--- config.mk ---
export PLATFORM = sky130hd
export DESIGN_NAME = mul_top
export DESIGN_NICKNAME = d
export VERILOG_FILES = /design/src/mul_pkg.sv /design/src/mul_top.sv /design/src/partial_product.sv /design/src/pipelined_multiplier.sv /design/src/stream_fifo.sv
export SDC_FILE = /design/constraint.sdc
export NUM_CORES = 2
export LEC_CHECK = 0
export BUFFER_PORTS_ARGS = -buffer_cell sky130_fd_sc_hd__buf_4
export CORE_AREA = 2 2 468 238
export CTS_CLUSTER_DIAMETER = 60
export DETAILED_ROUTE_END_ITERATION = 16
export DIE_AREA = 0 0 470 240
export GPL_TIMING_DRIVEN = 0
export PLACE_DENSITY = 0.82
export SYNTH_ARGS = -nofsm -noshare
export SYNTH_HDL_FRONTEND = slang
export SYNTH_SLANG_ARGS = --single-unit
--- constraint.sdc ---
create_clock -name clk -period 20.2 [get_ports clk]
set_clock_uncertainty 0.05 [all_clocks]
set_input_delay 4.04 -clock clk [delete_from_list [all_inputs] [get_ports clk]]
set_output_delay 4.04 -clock clk [all_outputs]
set_load 0.02 [all_outputs]
--- src/mul_pkg.sv ---
package mul_pkg;

  // ****************************************
  // Operand and product widths
  // ****************************************

  localparam int BW_INPUT   = 32;
  localparam int BW_PRODUCT = 2 * BW_INPUT;

  // Right operand cut in two halves, then each half in two again
  localparam int BW_HALF_LO = (BW_INPUT + 1) >> 1;
  localparam int BW_HALF_HI = BW_INPUT - BW_HALF_LO;

  localparam int BW_CHUNK0 = (BW_HALF_LO + 1) >> 1;
  localparam int BW_CHUNK1 = BW_HALF_LO - BW_CHUNK0;
  localparam int BW_CHUNK2 = (BW_HALF_HI + 1) >> 1;
  localparam int BW_CHUNK3 = BW_HALF_HI - BW_CHUNK2;

  // Bit position of each chunk inside the right operand
  localparam int SHIFT1 = BW_CHUNK0;
  localparam int SHIFT2 = SHIFT1 + BW_CHUNK1;
  localparam int SHIFT3 = SHIFT2 + BW_CHUNK2;

  // Whole left operand times one extended chunk
  localparam int BW_PP = BW_INPUT + BW_CHUNK0 + 1;

  // ****************************************
  // Stream buffering
  // ****************************************

  localparam int FIFO_DEPTH  = 4;
  localparam int BW_FIFO_PTR = $clog2(FIFO_DEPTH);
  localparam int BW_FIFO_CNT = $clog2(FIFO_DEPTH + 1);

  // Left operand above right operand
  localparam int BW_PAIR = 2 * BW_INPUT;

  typedef logic signed [BW_INPUT-1:0] operand_t;

  // Product seen as one signed value or as two halves
  typedef union packed {
    logic signed [BW_PRODUCT-1:0] full;
    struct packed {
      logic [BW_INPUT-1:0] upper;
      logic [BW_INPUT-1:0] lower;
    } halves;
  } product_t;

endpackage

--- src/mul_top.sv ---
`timescale 1ns/1ps

module mul_top
(
  input  logic              clk,
  input  logic              rstnn,
  input  logic              stall,

  input  logic              in_valid,
  output logic              in_ready,
  input  mul_pkg::operand_t in_left,
  input  mul_pkg::operand_t in_right,

  output logic              out_valid,
  input  logic              out_ready,
  output mul_pkg::product_t out_product
);

  // Operand pair from input FIFO to multiplier
  logic                         pair_valid;
  logic                         pair_ready;
  logic [mul_pkg::BW_PAIR-1:0]  pair;

  // Product from multiplier to output FIFO
  logic                         prod_valid;
  logic                         prod_ready;
  mul_pkg::product_t            prod;

  stream_fifo i_in_fifo
  (
    .clk     (clk),
    .rstnn   (rstnn),
    .wr_valid(in_valid),
    .wr_ready(in_ready),
    .wr_data ({in_left, in_right}),
    .rd_valid(pair_valid),
    .rd_ready(pair_ready),
    .rd_data (pair)
  );

  pipelined_multiplier i_mult
  (
    .clk        (clk),
    .rstnn      (rstnn),
    .stall      (stall),
    .op_valid   (pair_valid),
    .op_ready   (pair_ready),
    .op_left    (pair[mul_pkg::BW_PAIR-1:mul_pkg::BW_INPUT]),
    .op_right   (pair[mul_pkg::BW_INPUT-1:0]),
    .res_valid  (prod_valid),
    .res_ready  (prod_ready),
    .res_product(prod)
  );

  stream_fifo i_out_fifo
  (
    .clk     (clk),
    .rstnn   (rstnn),
    .wr_valid(prod_valid),
    .wr_ready(prod_ready),
    .wr_data (prod),
    .rd_valid(out_valid),
    .rd_ready(out_ready),
    .rd_data (out_product)
  );

endmodule

--- src/partial_product.sv ---
`timescale 1ns/1ps

// One multiplier cell: whole left operand by one chunk of the right operand
module partial_product
(
  input  logic signed [mul_pkg::BW_INPUT-1:0] multiplicand,
  input  logic signed [mul_pkg::BW_CHUNK0:0]  multiplier,
  output logic signed [mul_pkg::BW_PP-1:0]    product
);

  logic signed [mul_pkg::BW_PP-1:0] multiplicand_ext;
  logic signed [mul_pkg::BW_PP-1:0] multiplier_ext;

  // Sign extension to the product width
  // Lower chunks already carry a zero top bit, the top chunk its sign
  assign multiplicand_ext = mul_pkg::BW_PP'(multiplicand);
  assign multiplier_ext   = mul_pkg::BW_PP'(multiplier);

  // Result fits exactly, nothing is lost in the truncation
  assign product = multiplicand_ext * multiplier_ext;

endmodule

--- src/pipelined_multiplier.sv ---
`timescale 1ns/1ps

module pipelined_multiplier
(
  input  logic              clk,
  input  logic              rstnn,
  input  logic              stall,

  input  logic              op_valid,
  output logic              op_ready,
  input  mul_pkg::operand_t op_left,
  input  mul_pkg::operand_t op_right,

  output logic              res_valid,
  input  logic              res_ready,
  output mul_pkg::product_t res_product
);

  logic                               accept;
  logic                               drain;
  logic                               held;

  logic [mul_pkg::BW_CHUNK0-1:0]      chunk0;
  logic [mul_pkg::BW_CHUNK1-1:0]      chunk1;
  logic [mul_pkg::BW_CHUNK2-1:0]      chunk2;
  logic [mul_pkg::BW_CHUNK3-1:0]      chunk3;

  logic signed [mul_pkg::BW_PP-1:0]   pp0, pp1, pp2, pp3;
  logic signed [mul_pkg::BW_PP-1:0]   pp0_q, pp1_q, pp2_q, pp3_q;
  logic signed [mul_pkg::BW_PRODUCT-1:0] term0, term1, term2, term3;

  // ****************************************
  // Handshake
  // ****************************************

  // Output register leaves this cycle
  assign drain    = ~stall & res_ready;
  assign op_ready = ~stall & (~held | drain);
  assign accept   = op_valid & op_ready;

  assign res_valid = held & ~stall;

  always_ff @(posedge clk or negedge rstnn)
  begin
    if (!rstnn)
      held <= 1'b0;
    else if (accept)
      held <= 1'b1;
    else if (held & drain)
      held <= 1'b0;
  end

  // ****************************************
  // Partial products
  // ****************************************

  assign {chunk3, chunk2, chunk1, chunk0} = op_right;

  partial_product i_pp0
  (
    .multiplicand(op_left),
    .multiplier  ({1'b0, chunk0}),
    .product     (pp0)
  );

  partial_product i_pp1
  (
    .multiplicand(op_left),
    .multiplier  ({1'b0, chunk1}),
    .product     (pp1)
  );

  partial_product i_pp2
  (
    .multiplicand(op_left),
    .multiplier  ({1'b0, chunk2}),
    .product     (pp2)
  );

  // Top chunk holds the sign of the right operand
  partial_product i_pp3
  (
    .multiplicand(op_left),
    .multiplier  ({chunk3[mul_pkg::BW_CHUNK3-1], chunk3}),
    .product     (pp3)
  );

  always_ff @(posedge clk)
  begin
    if (accept)
    begin
      pp0_q <= pp0;
      pp1_q <= pp1;
      pp2_q <= pp2;
      pp3_q <= pp3;
    end
  end

  // ****************************************
  // Shift and add
  // ****************************************

  assign term0 = mul_pkg::BW_PRODUCT'(pp0_q);
  assign term1 = mul_pkg::BW_PRODUCT'(pp1_q) <<< mul_pkg::SHIFT1;
  assign term2 = mul_pkg::BW_PRODUCT'(pp2_q) <<< mul_pkg::SHIFT2;
  assign term3 = mul_pkg::BW_PRODUCT'(pp3_q) <<< mul_pkg::SHIFT3;

  always_comb
  begin
    res_product.full = term0 + term1 + term2 + term3;
  end

  // A product held under back-pressure stays put while not stalled
  a_hold_product: assert property (@(posedge clk) disable iff (!rstnn)
    (res_valid && !res_ready && !stall) ##1 !stall |-> res_valid && $stable(res_product));

  // A stalled stage neither takes a new pair nor loses the one it holds
  a_stall_blocks: assert property (@(posedge clk) disable iff (!rstnn)
    stall |=> $stable(held) && (!held || $stable(res_product)));

endmodule

--- src/stream_fifo.sv ---
`timescale 1ns/1ps

module stream_fifo
(
  input  logic                             clk,
  input  logic                             rstnn,

  input  logic                             wr_valid,
  output logic                             wr_ready,
  input  logic [mul_pkg::BW_PRODUCT-1:0]   wr_data,

  output logic                             rd_valid,
  input  logic                             rd_ready,
  output logic [mul_pkg::BW_PRODUCT-1:0]   rd_data
);

  logic [mul_pkg::BW_PRODUCT-1:0]  mem [mul_pkg::FIFO_DEPTH];
  logic [mul_pkg::BW_PRODUCT-1:0]  head_q;
  logic [mul_pkg::BW_FIFO_PTR-1:0] wr_ptr, rd_ptr, rd_ptr_nxt;
  logic [mul_pkg::BW_FIFO_CNT-1:0] count, count_nxt;
  logic                            do_wr, do_rd;
  logic                            rd_valid_q, wr_ready_q;

  assign do_wr = wr_valid & wr_ready_q;
  assign do_rd = rd_valid_q & rd_ready;

  assign rd_ptr_nxt = rd_ptr + mul_pkg::BW_FIFO_PTR'(do_rd);

  always_comb
  begin
    case ({do_wr, do_rd})
      2'b10:   count_nxt = count + mul_pkg::BW_FIFO_CNT'(1);
      2'b01:   count_nxt = count - mul_pkg::BW_FIFO_CNT'(1);
      default: count_nxt = count;
    endcase
  end

  // Pointers, occupancy and both handshake flags
  always_ff @(posedge clk or negedge rstnn)
  begin
    if (!rstnn)
    begin
      wr_ptr     <= '0;
      rd_ptr     <= '0;
      count      <= '0;
      rd_valid_q <= 1'b0;
      wr_ready_q <= 1'b1;
    end
    else
    begin
      wr_ptr     <= wr_ptr + mul_pkg::BW_FIFO_PTR'(do_wr);
      rd_ptr     <= rd_ptr_nxt;
      count      <= count_nxt;
      rd_valid_q <= (count_nxt != '0);
      wr_ready_q <= (count_nxt != mul_pkg::BW_FIFO_CNT'(mul_pkg::FIFO_DEPTH));
    end
  end

  // Head register follows the next oldest entry
  // A write landing on an emptied FIFO goes straight into it
  always_ff @(posedge clk)
  begin
    if (do_wr)
      mem[wr_ptr] <= wr_data;
    if (do_wr && (wr_ptr == rd_ptr_nxt))
      head_q <= wr_data;
    else
      head_q <= mem[rd_ptr_nxt];
  end

  assign wr_ready = wr_ready_q;
  assign rd_valid = rd_valid_q;
  assign rd_data  = head_q;

  a_no_write_full: assert property (@(posedge clk) disable iff (!rstnn)
    (count == mul_pkg::BW_FIFO_CNT'(mul_pkg::FIFO_DEPTH)) |-> !do_wr);

  a_valid_count: assert property (@(posedge clk) disable iff (!rstnn)
    rd_valid == (count != '0));

endmodule

After elaboration in Yosys (flattened, before gate mapping)
Memories as Yosys holds them, arrays and structs flattened. A register that Yosys moved wholly into a read port is not among the register bits. Cells that the tools add are included. Widths: inputs -> output; s select.

Reduce and logical (&&, ||, !) cells: 3. $mul: 4. Equality and inequality tests: 6. Bitwise gates (word level): 11. Mux-type cells: 8. Add/subtract/negate cells: 11.

Operators with widths (count): $mul 32x9->41 (3); $add 64x64->64 (1); $add 50x57->58 (1); $add 41x49->50 (1); $mul 32x8->40 (1); $pmux 3 s2 (2); $add 2x1->2 (4); $and 1x1->1 (8); $add 3x1->3 const B (2); $mux 1 (6); $ne 3x3->1 const B (2); $reduce_bool 3->1 (2); $sub 3x1->3 const B (2); $eq 2x1->1 const B (2); $eq 2x2->1 const B (2); $not 1->1 (2); $reduce_bool 2->1 (1); $or 1x1->1 (1).

Bits in registers: 182. Memories kept: 2. Bits in writable memories: 512. Output and inout bits: 66. Input bits: 69.

Memories: i_in_fifo.mem (depth 4, width 64, rd ports 1, clocked after Yosys merged registers in 1, write ports 1, RTL line stream_fifo.sv:17) `logic [mul_pkg::BW_PRODUCT-1:0] mem [mul_pkg::FIFO_DEPTH];`; i_out_fifo.mem (depth 4, width 64, rd ports 1, clocked after Yosys merged registers in 1, write ports 1, RTL line stream_fifo.sv:17).

Logic depth before layout (Yosys ltp)
Depth after elaboration: 8. Gate-level depth with buffers: 27.

Hierarchy
Synthesis repeated with hierarchy kept, for this count alone.

Cell total of the unflattened synthesis: 5721. Area total of the unflattened synthesis: 67753.7 µm².

Modules (own cells, without submodules): stream_fifo (times used 2, area each 9784.4 µm², cells each 370, seq. area each 7953.9 µm²); pipelined_multiplier (times used 1, area each 11013.1 µm², cells each 982, seq. area each 4919.7 µm²); partial_product (i_mult.i_pp2) (times used 1, area each 9311.4 µm², cells each 1002, seq. area each 0.0 µm²); partial_product (i_mult.i_pp0) (times used 1, area each 9308.9 µm², cells each 1007, seq. area each 0.0 µm²); partial_product (i_mult.i_pp1) (times used 1, area each 9285.2 µm², cells each 994, seq. area each 0.0 µm²); partial_product (i_mult.i_pp3) (times used 1, area each 9266.4 µm², cells each 996, seq. area each 0.0 µm²).

Worst setup path before layout
OpenSTA, ideal clock, no wires.

Path kind: in2reg. Start point: in stall. End point: reg i_in_fifo.rd_valid_q (netlist: i_in_fifo.rd_valid). Slack: 5890 ps. Data required time: 20084 ps. Arrival time: 14194 ps. Stages on the path: 9. Path buffers: 0. Path through: nand2b_1 -> a21oi_1 -> ha_1 -> inv_1 -> fa_1 -> xor2_1 -> nor2_1 -> xor2_1 -> nand2b_1.

Cells in the longest elaborated chain, start to end: 8. Elaborated cells on any way between the ends: 9. Classes of those cells: eq/ne (2); mux (1); bitwise (5); reduce/logical (1).

RTL lines: start, declared (RTL line mul_top.sv:7) `input logic stall,`; $not 1->1 (*) (RTL line pipelined_multiplier.sv:37, pipelined_multiplier.sv:38); $and 1x1->1 (RTL line pipelined_multiplier.sv:37) `assign drain = ~stall & res_ready;`; $or 1x1->1 (RTL line pipelined_multiplier.sv:38) `assign op_ready = ~stall & (~held | drain);`; $and 1x1->1 (*) (RTL line pipelined_multiplier.sv:38); $and 1x1->1 (*) (RTL line stream_fifo.sv:25) `assign do_rd = rd_valid_q & rd_ready;`; net i_in_fifo.do_rd (RTL line stream_fifo.sv:21) `logic do_wr, do_rd;`; $eq 2x1->1 / $eq 2x2->1 (equally long branches) (RTL line stream_fifo.sv:31) `case ({do_wr, do_rd})`; $pmux 3 s2 (*) (RTL line stream_fifo.sv:31); net i_in_fifo.count_nxt (one bit) (RTL line stream_fifo.sv:20) `logic [mul_pkg::BW_FIFO_CNT-1:0] count, count_nxt;`; $reduce_bool 3->1 (*) (RTL line stream_fifo.sv:54) `rd_valid_q <= (count_nxt != '0);`; end signal, assigned (RTL line stream_fifo.sv:54); end, declared (RTL line stream_fifo.sv:22) `logic rd_valid_q, wr_ready_q;`.

The timed path passes the listed nets; every way through them passes the cells marked *. A chain may end at the register's enable or synchronous reset.

==> impl_metrics.yaml <==
logic_synthesis:
  synth_most_common_cell: "sky130_fd_sc_hd__inv_1"
  synth_enable_flop_cells: 675
  post_synth_num_cell_types: 87
  synth-simple-area-share_pct: 10.2
  synthesis.area_per_instance_um2: 10.6
  yosys_top_cell_area_share_pct: 31.4
  synth_adder_area_share_pct: 34.2
  synth_top_family_by_area: "adder cells"
  synth_area_leaders: "sky130_fd_sc_hd__edfxtp_1 31%, sky130_fd_sc_hd__fa_1 26%, sky130_fd_sc_hd__ha_1 8.2%"
  synth_sequential_area_ratio_pct: 32.2
  post-synth-top-area-cell: "sky130_fd_sc_hd__edfxtp_1"
  synth_async_sr_flop_share_pct: 2.72
  yosys_register_bits: 698
  syn_nets: 7400
  leading_post_synthesis_cells_by_instance_count: "1084 x sky130_fd_sc_hd__inv_1, 838 x sky130_fd_sc_hd__fa_1, 787 x sky130_fd_sc_hd__nor2_1"
  ys_dominant_reg_cell: "sky130_fd_sc_hd__edfxtp_1"
  synth_cells: 6068
  ys_warnings: 0
  synthMuxAreaShare_pct: 4.40
  synth_compound_area_share_pct: 7.94
  synth.cell_area_um2: 64600
  synthXorXnorAreaFrac_pct: 3.19
timing:
  tightest_slew_ns: 1.68
  max_freq_mhz: 91.7
  slew_headroom_pct: -12.1
  rsz0062_at_grt: "false"
  final-setup-viol-count: 0
  min_period_over_period_pct: 54.0
  finalHoldViolCount: 0
  count_of_pins_over_their_slew_limit: 50
  fin_tns_setup_ns: 0
  finalWorstPathRequiredPeriod_ns: 10.90
run_status:
  outcome: "complete, but fails checks"
  failed_checks: "capacitance limit, slew limit"
clock_tree:
  cts_max_path_buffers: 3
  clock_buffer_count_from_cts: 68
  tritoncts_clock_tree: "built"
  post-cts-setup-buffers: 0
  cts-hold-fix-buffers: 0
  clock_latency_ns: 0.72
  cts_repair_resize_count: 0
  cts_root_buf: "sky130_fd_sc_hd__clkbuf_16"
  htree_depth: 3
  clock-sinks: 698
  clkTransAtPathRegs_ns: 0.07
placement:
  port-buffer-count: 134
  gp_routability_congestion: 1.09
  hpwlAfterDp_um: 168000
  post_dp_area_um2: 68100
floorplan:
  start_util_pct: 59.3
  core.rowCount: 86
  core_area_um2: 109000
  area_of_the_die_um2: 113000
  die_wd_um: 470
  chipHeight_um: 240
  io-pin-count: 135
worst_setup_path:
  critPathLaunchType: "flip-flop"
  cpLargestDelayFamily: "compound AO/OA/AOI/OAI gates"
  reg2regPathDepth: 22
  crit_chain: "buf_2, buf_1, mux2_2, o21ai_1, clkbuf_1, nor2_1, fa_1, fa_1, fa_1, inv_1, fa_1, inv_1, ha_1, a21o_1, a221o_1, a31oi_1, a31oi_1, o21a_1, o211ai_1, and2_1, a21oi_1, o311ai_0"
  crit_buf_inv: 5
  critical_path_required_ns: 20.52
  cp_common_cell: "sky130_fd_sc_hd__fa_1"
  end_kind: "flip-flop"
  cpMaxStageDelayCell: "sky130_fd_sc_hd__o21ai_1"
  crit_cells: 22
  timing.setup.critical_path_class: "flip-flop to flip-flop"
  critPathMaxFanout: 10
  cp_data_arrival_time_ns: 11.22
  cp_slowest_stage_delay_ns: 1.18
grt:
  globalRoute.totalOverflow: 0
  first_pass_grt_wire_length_um: 309000
  grt_max_degree: 59
  grt_pass1_vias: 47800
  antenna_found_initial: 12
  grt_usage_pct: 37.7
detailed_routing:
  route.vias.total: 47400
  starting_drc_count_in_detailed_routing: 6163
  route.antenna.remaining_nets: 0
  via_per_inst: 6.04
  number_of_drc_violations_after_detailed_routing: 0
  wirelength_um: 206000
  route.detailed.wl_per_inst_um: 26.3
  first_drt_pass_iteration_count: 8
finish:
  areaGrowthSynthToFinish_pct: 9.17
  drive_gt1_share_pct: 7.81
  regArea_um2: 20800
  stdcell_area_um2: 70500
  finish.net_count: 7651
  multiInputGateArea_um2: 38800
  fillerInstances: 8560
min_path:
  holdCritPathClass: "flip-flop to flip-flop"
  holdPathStages: 1
run:
  max-cap-violations: 6
cells in the final DEF (no fill, tap or decap), types with 14 or more instances in the layout:
cell type / instances
sky130_fd_sc_hd__a211oi_1: 19
sky130_fd_sc_hd__a21o_1: 134
sky130_fd_sc_hd__a21oi_1: 191
sky130_fd_sc_hd__a31oi_1: 28
sky130_fd_sc_hd__and2_1: 24
sky130_fd_sc_hd__and3_1: 30
sky130_fd_sc_hd__buf_1: 22
sky130_fd_sc_hd__buf_4: 137
sky130_fd_sc_hd__buf_6: 32
sky130_fd_sc_hd__clkbuf_1: 245
sky130_fd_sc_hd__clkbuf_16: 68
sky130_fd_sc_hd__dfrtp_1: 17
sky130_fd_sc_hd__diode_2: 16
sky130_fd_sc_hd__edfxtp_1: 675
sky130_fd_sc_hd__fa_1: 838
sky130_fd_sc_hd__ha_1: 425
sky130_fd_sc_hd__inv_1: 1084
sky130_fd_sc_hd__mux2_2: 55
sky130_fd_sc_hd__mux2i_1: 58
sky130_fd_sc_hd__mux4_2: 73
sky130_fd_sc_hd__nand2_1: 487
sky130_fd_sc_hd__nand2b_1: 33
sky130_fd_sc_hd__nand3_1: 36
sky130_fd_sc_hd__nand4_1: 28
sky130_fd_sc_hd__nor2_1: 786
sky130_fd_sc_hd__nor2b_1: 35
sky130_fd_sc_hd__nor3_1: 33
sky130_fd_sc_hd__o211ai_1: 19
sky130_fd_sc_hd__o21a_1: 75
sky130_fd_sc_hd__o21ai_0: 121
sky130_fd_sc_hd__o21ai_1: 25
sky130_fd_sc_hd__o21ai_2: 15
sky130_fd_sc_hd__o21bai_1: 22
sky130_fd_sc_hd__or2_2: 28
sky130_fd_sc_hd__or3_1: 14
sky130_fd_sc_hd__xnor2_1: 153
sky130_fd_sc_hd__xor2_1: 82
path summary, 6_finish.rpt:
kind                       slack [ns]                 start                   end
hold / removal                   0.41  i_out_fifo.rd_ptr[1]  i_out_fifo.rd_ptr[1]
setup reg to reg                 9.30             flip-flop      i_mult.pp1_q[38]
setup / recovery                 9.30             flip-flop      i_mult.pp1_q[38]
max in group asynchronous       16.61                 rstnn   i_out_fifo.wr_ready
min in group asynchronous        3.19                 rstnn   i_in_fifo.rd_ptr[1]
hold reg to reg                  0.41  i_out_fifo.rd_ptr[1]  i_out_fifo.rd_ptr[1]
sequential cells by signal, summed over array words and instances, names as in the netlist, named ones only:
register / count
i_mult.pp1_q: 41
i_out_fifo.wr_ready: 1
i_mult.pp0_q: 41
i_in_fifo.wr_ptr: 2
i_in_fifo.wr_ready: 1
i_mult.pp3_q: 40
i_mult.pp2_q: 41
i_in_fifo.rd_valid: 1
i_mult.held: 1
i_in_fifo.rd_ptr: 2
i_out_fifo.rd_ptr: 2
i_out_fifo.count: 3
i_out_fifo.rd_valid: 1
i_in_fifo.count: 3
i_out_fifo.wr_ptr: 2
i_out_fifo.mem: 256
i_in_fifo.mem: 256
cells by family after synthesis:
family | count (synthesis)
and+or+nand+nor | 1568
buffers and inverters | 1348
xor gates and xnor gates | 235
DFF | 698
muxes | 186
AOI/OAI and AO/OA | 770
adders and majority gates | 1263
routing by layer:
layer  up-vias  GRT usage [%]  share of wire (%)
met5         -           3.24               0.34
met2      3042           48.9                 38
met1     23700           54.6                 41
met4        14           10.3                3.1
met3       348           19.3                 18
li1      20300              -                  -
worst reg2reg max path, delay by kind of cell (launching register included):
family	cells	cell delay, ns
multiplexers	1	0.43
flip-flops	1	0.35
AND/OR/NAND/NOR	2	0.42
buffers and inverters	5	2.50
AO/OA/AOI/OAI	9	4.42
adder cells (fa/ha/maj)	5	2.40
through the flow:
step	cells	utilization, %	hold WS (ns)	worst slack (ns)
after floorplan	6068	-	0.378	5.89
after global placement	7654	61.9	0.393	1.79
after detailed placement	7701	62.6	0.399	10.00
after CTS	7827	64.7	0.408	9.96
after global routing	7831	64.7	0.431	9.46
final	7843	64.8	0.409	9.30
layout make-up:
cell class,instances,area share [%]
flip-flops and latches,698,29.5
clock inverters,47,0.800
well taps,1452,2.58
repair buffers,181,2.33
clock buffers,79,2.49
diodes,16,0.0568
inverters,1084,5.77
multi-input cells,4022,55.0
plain buffers,264,1.42
Power is left out: the tool's default activity adds up to more than one toggle a clock period on the data nets, which glitch-free logic cannot reach.
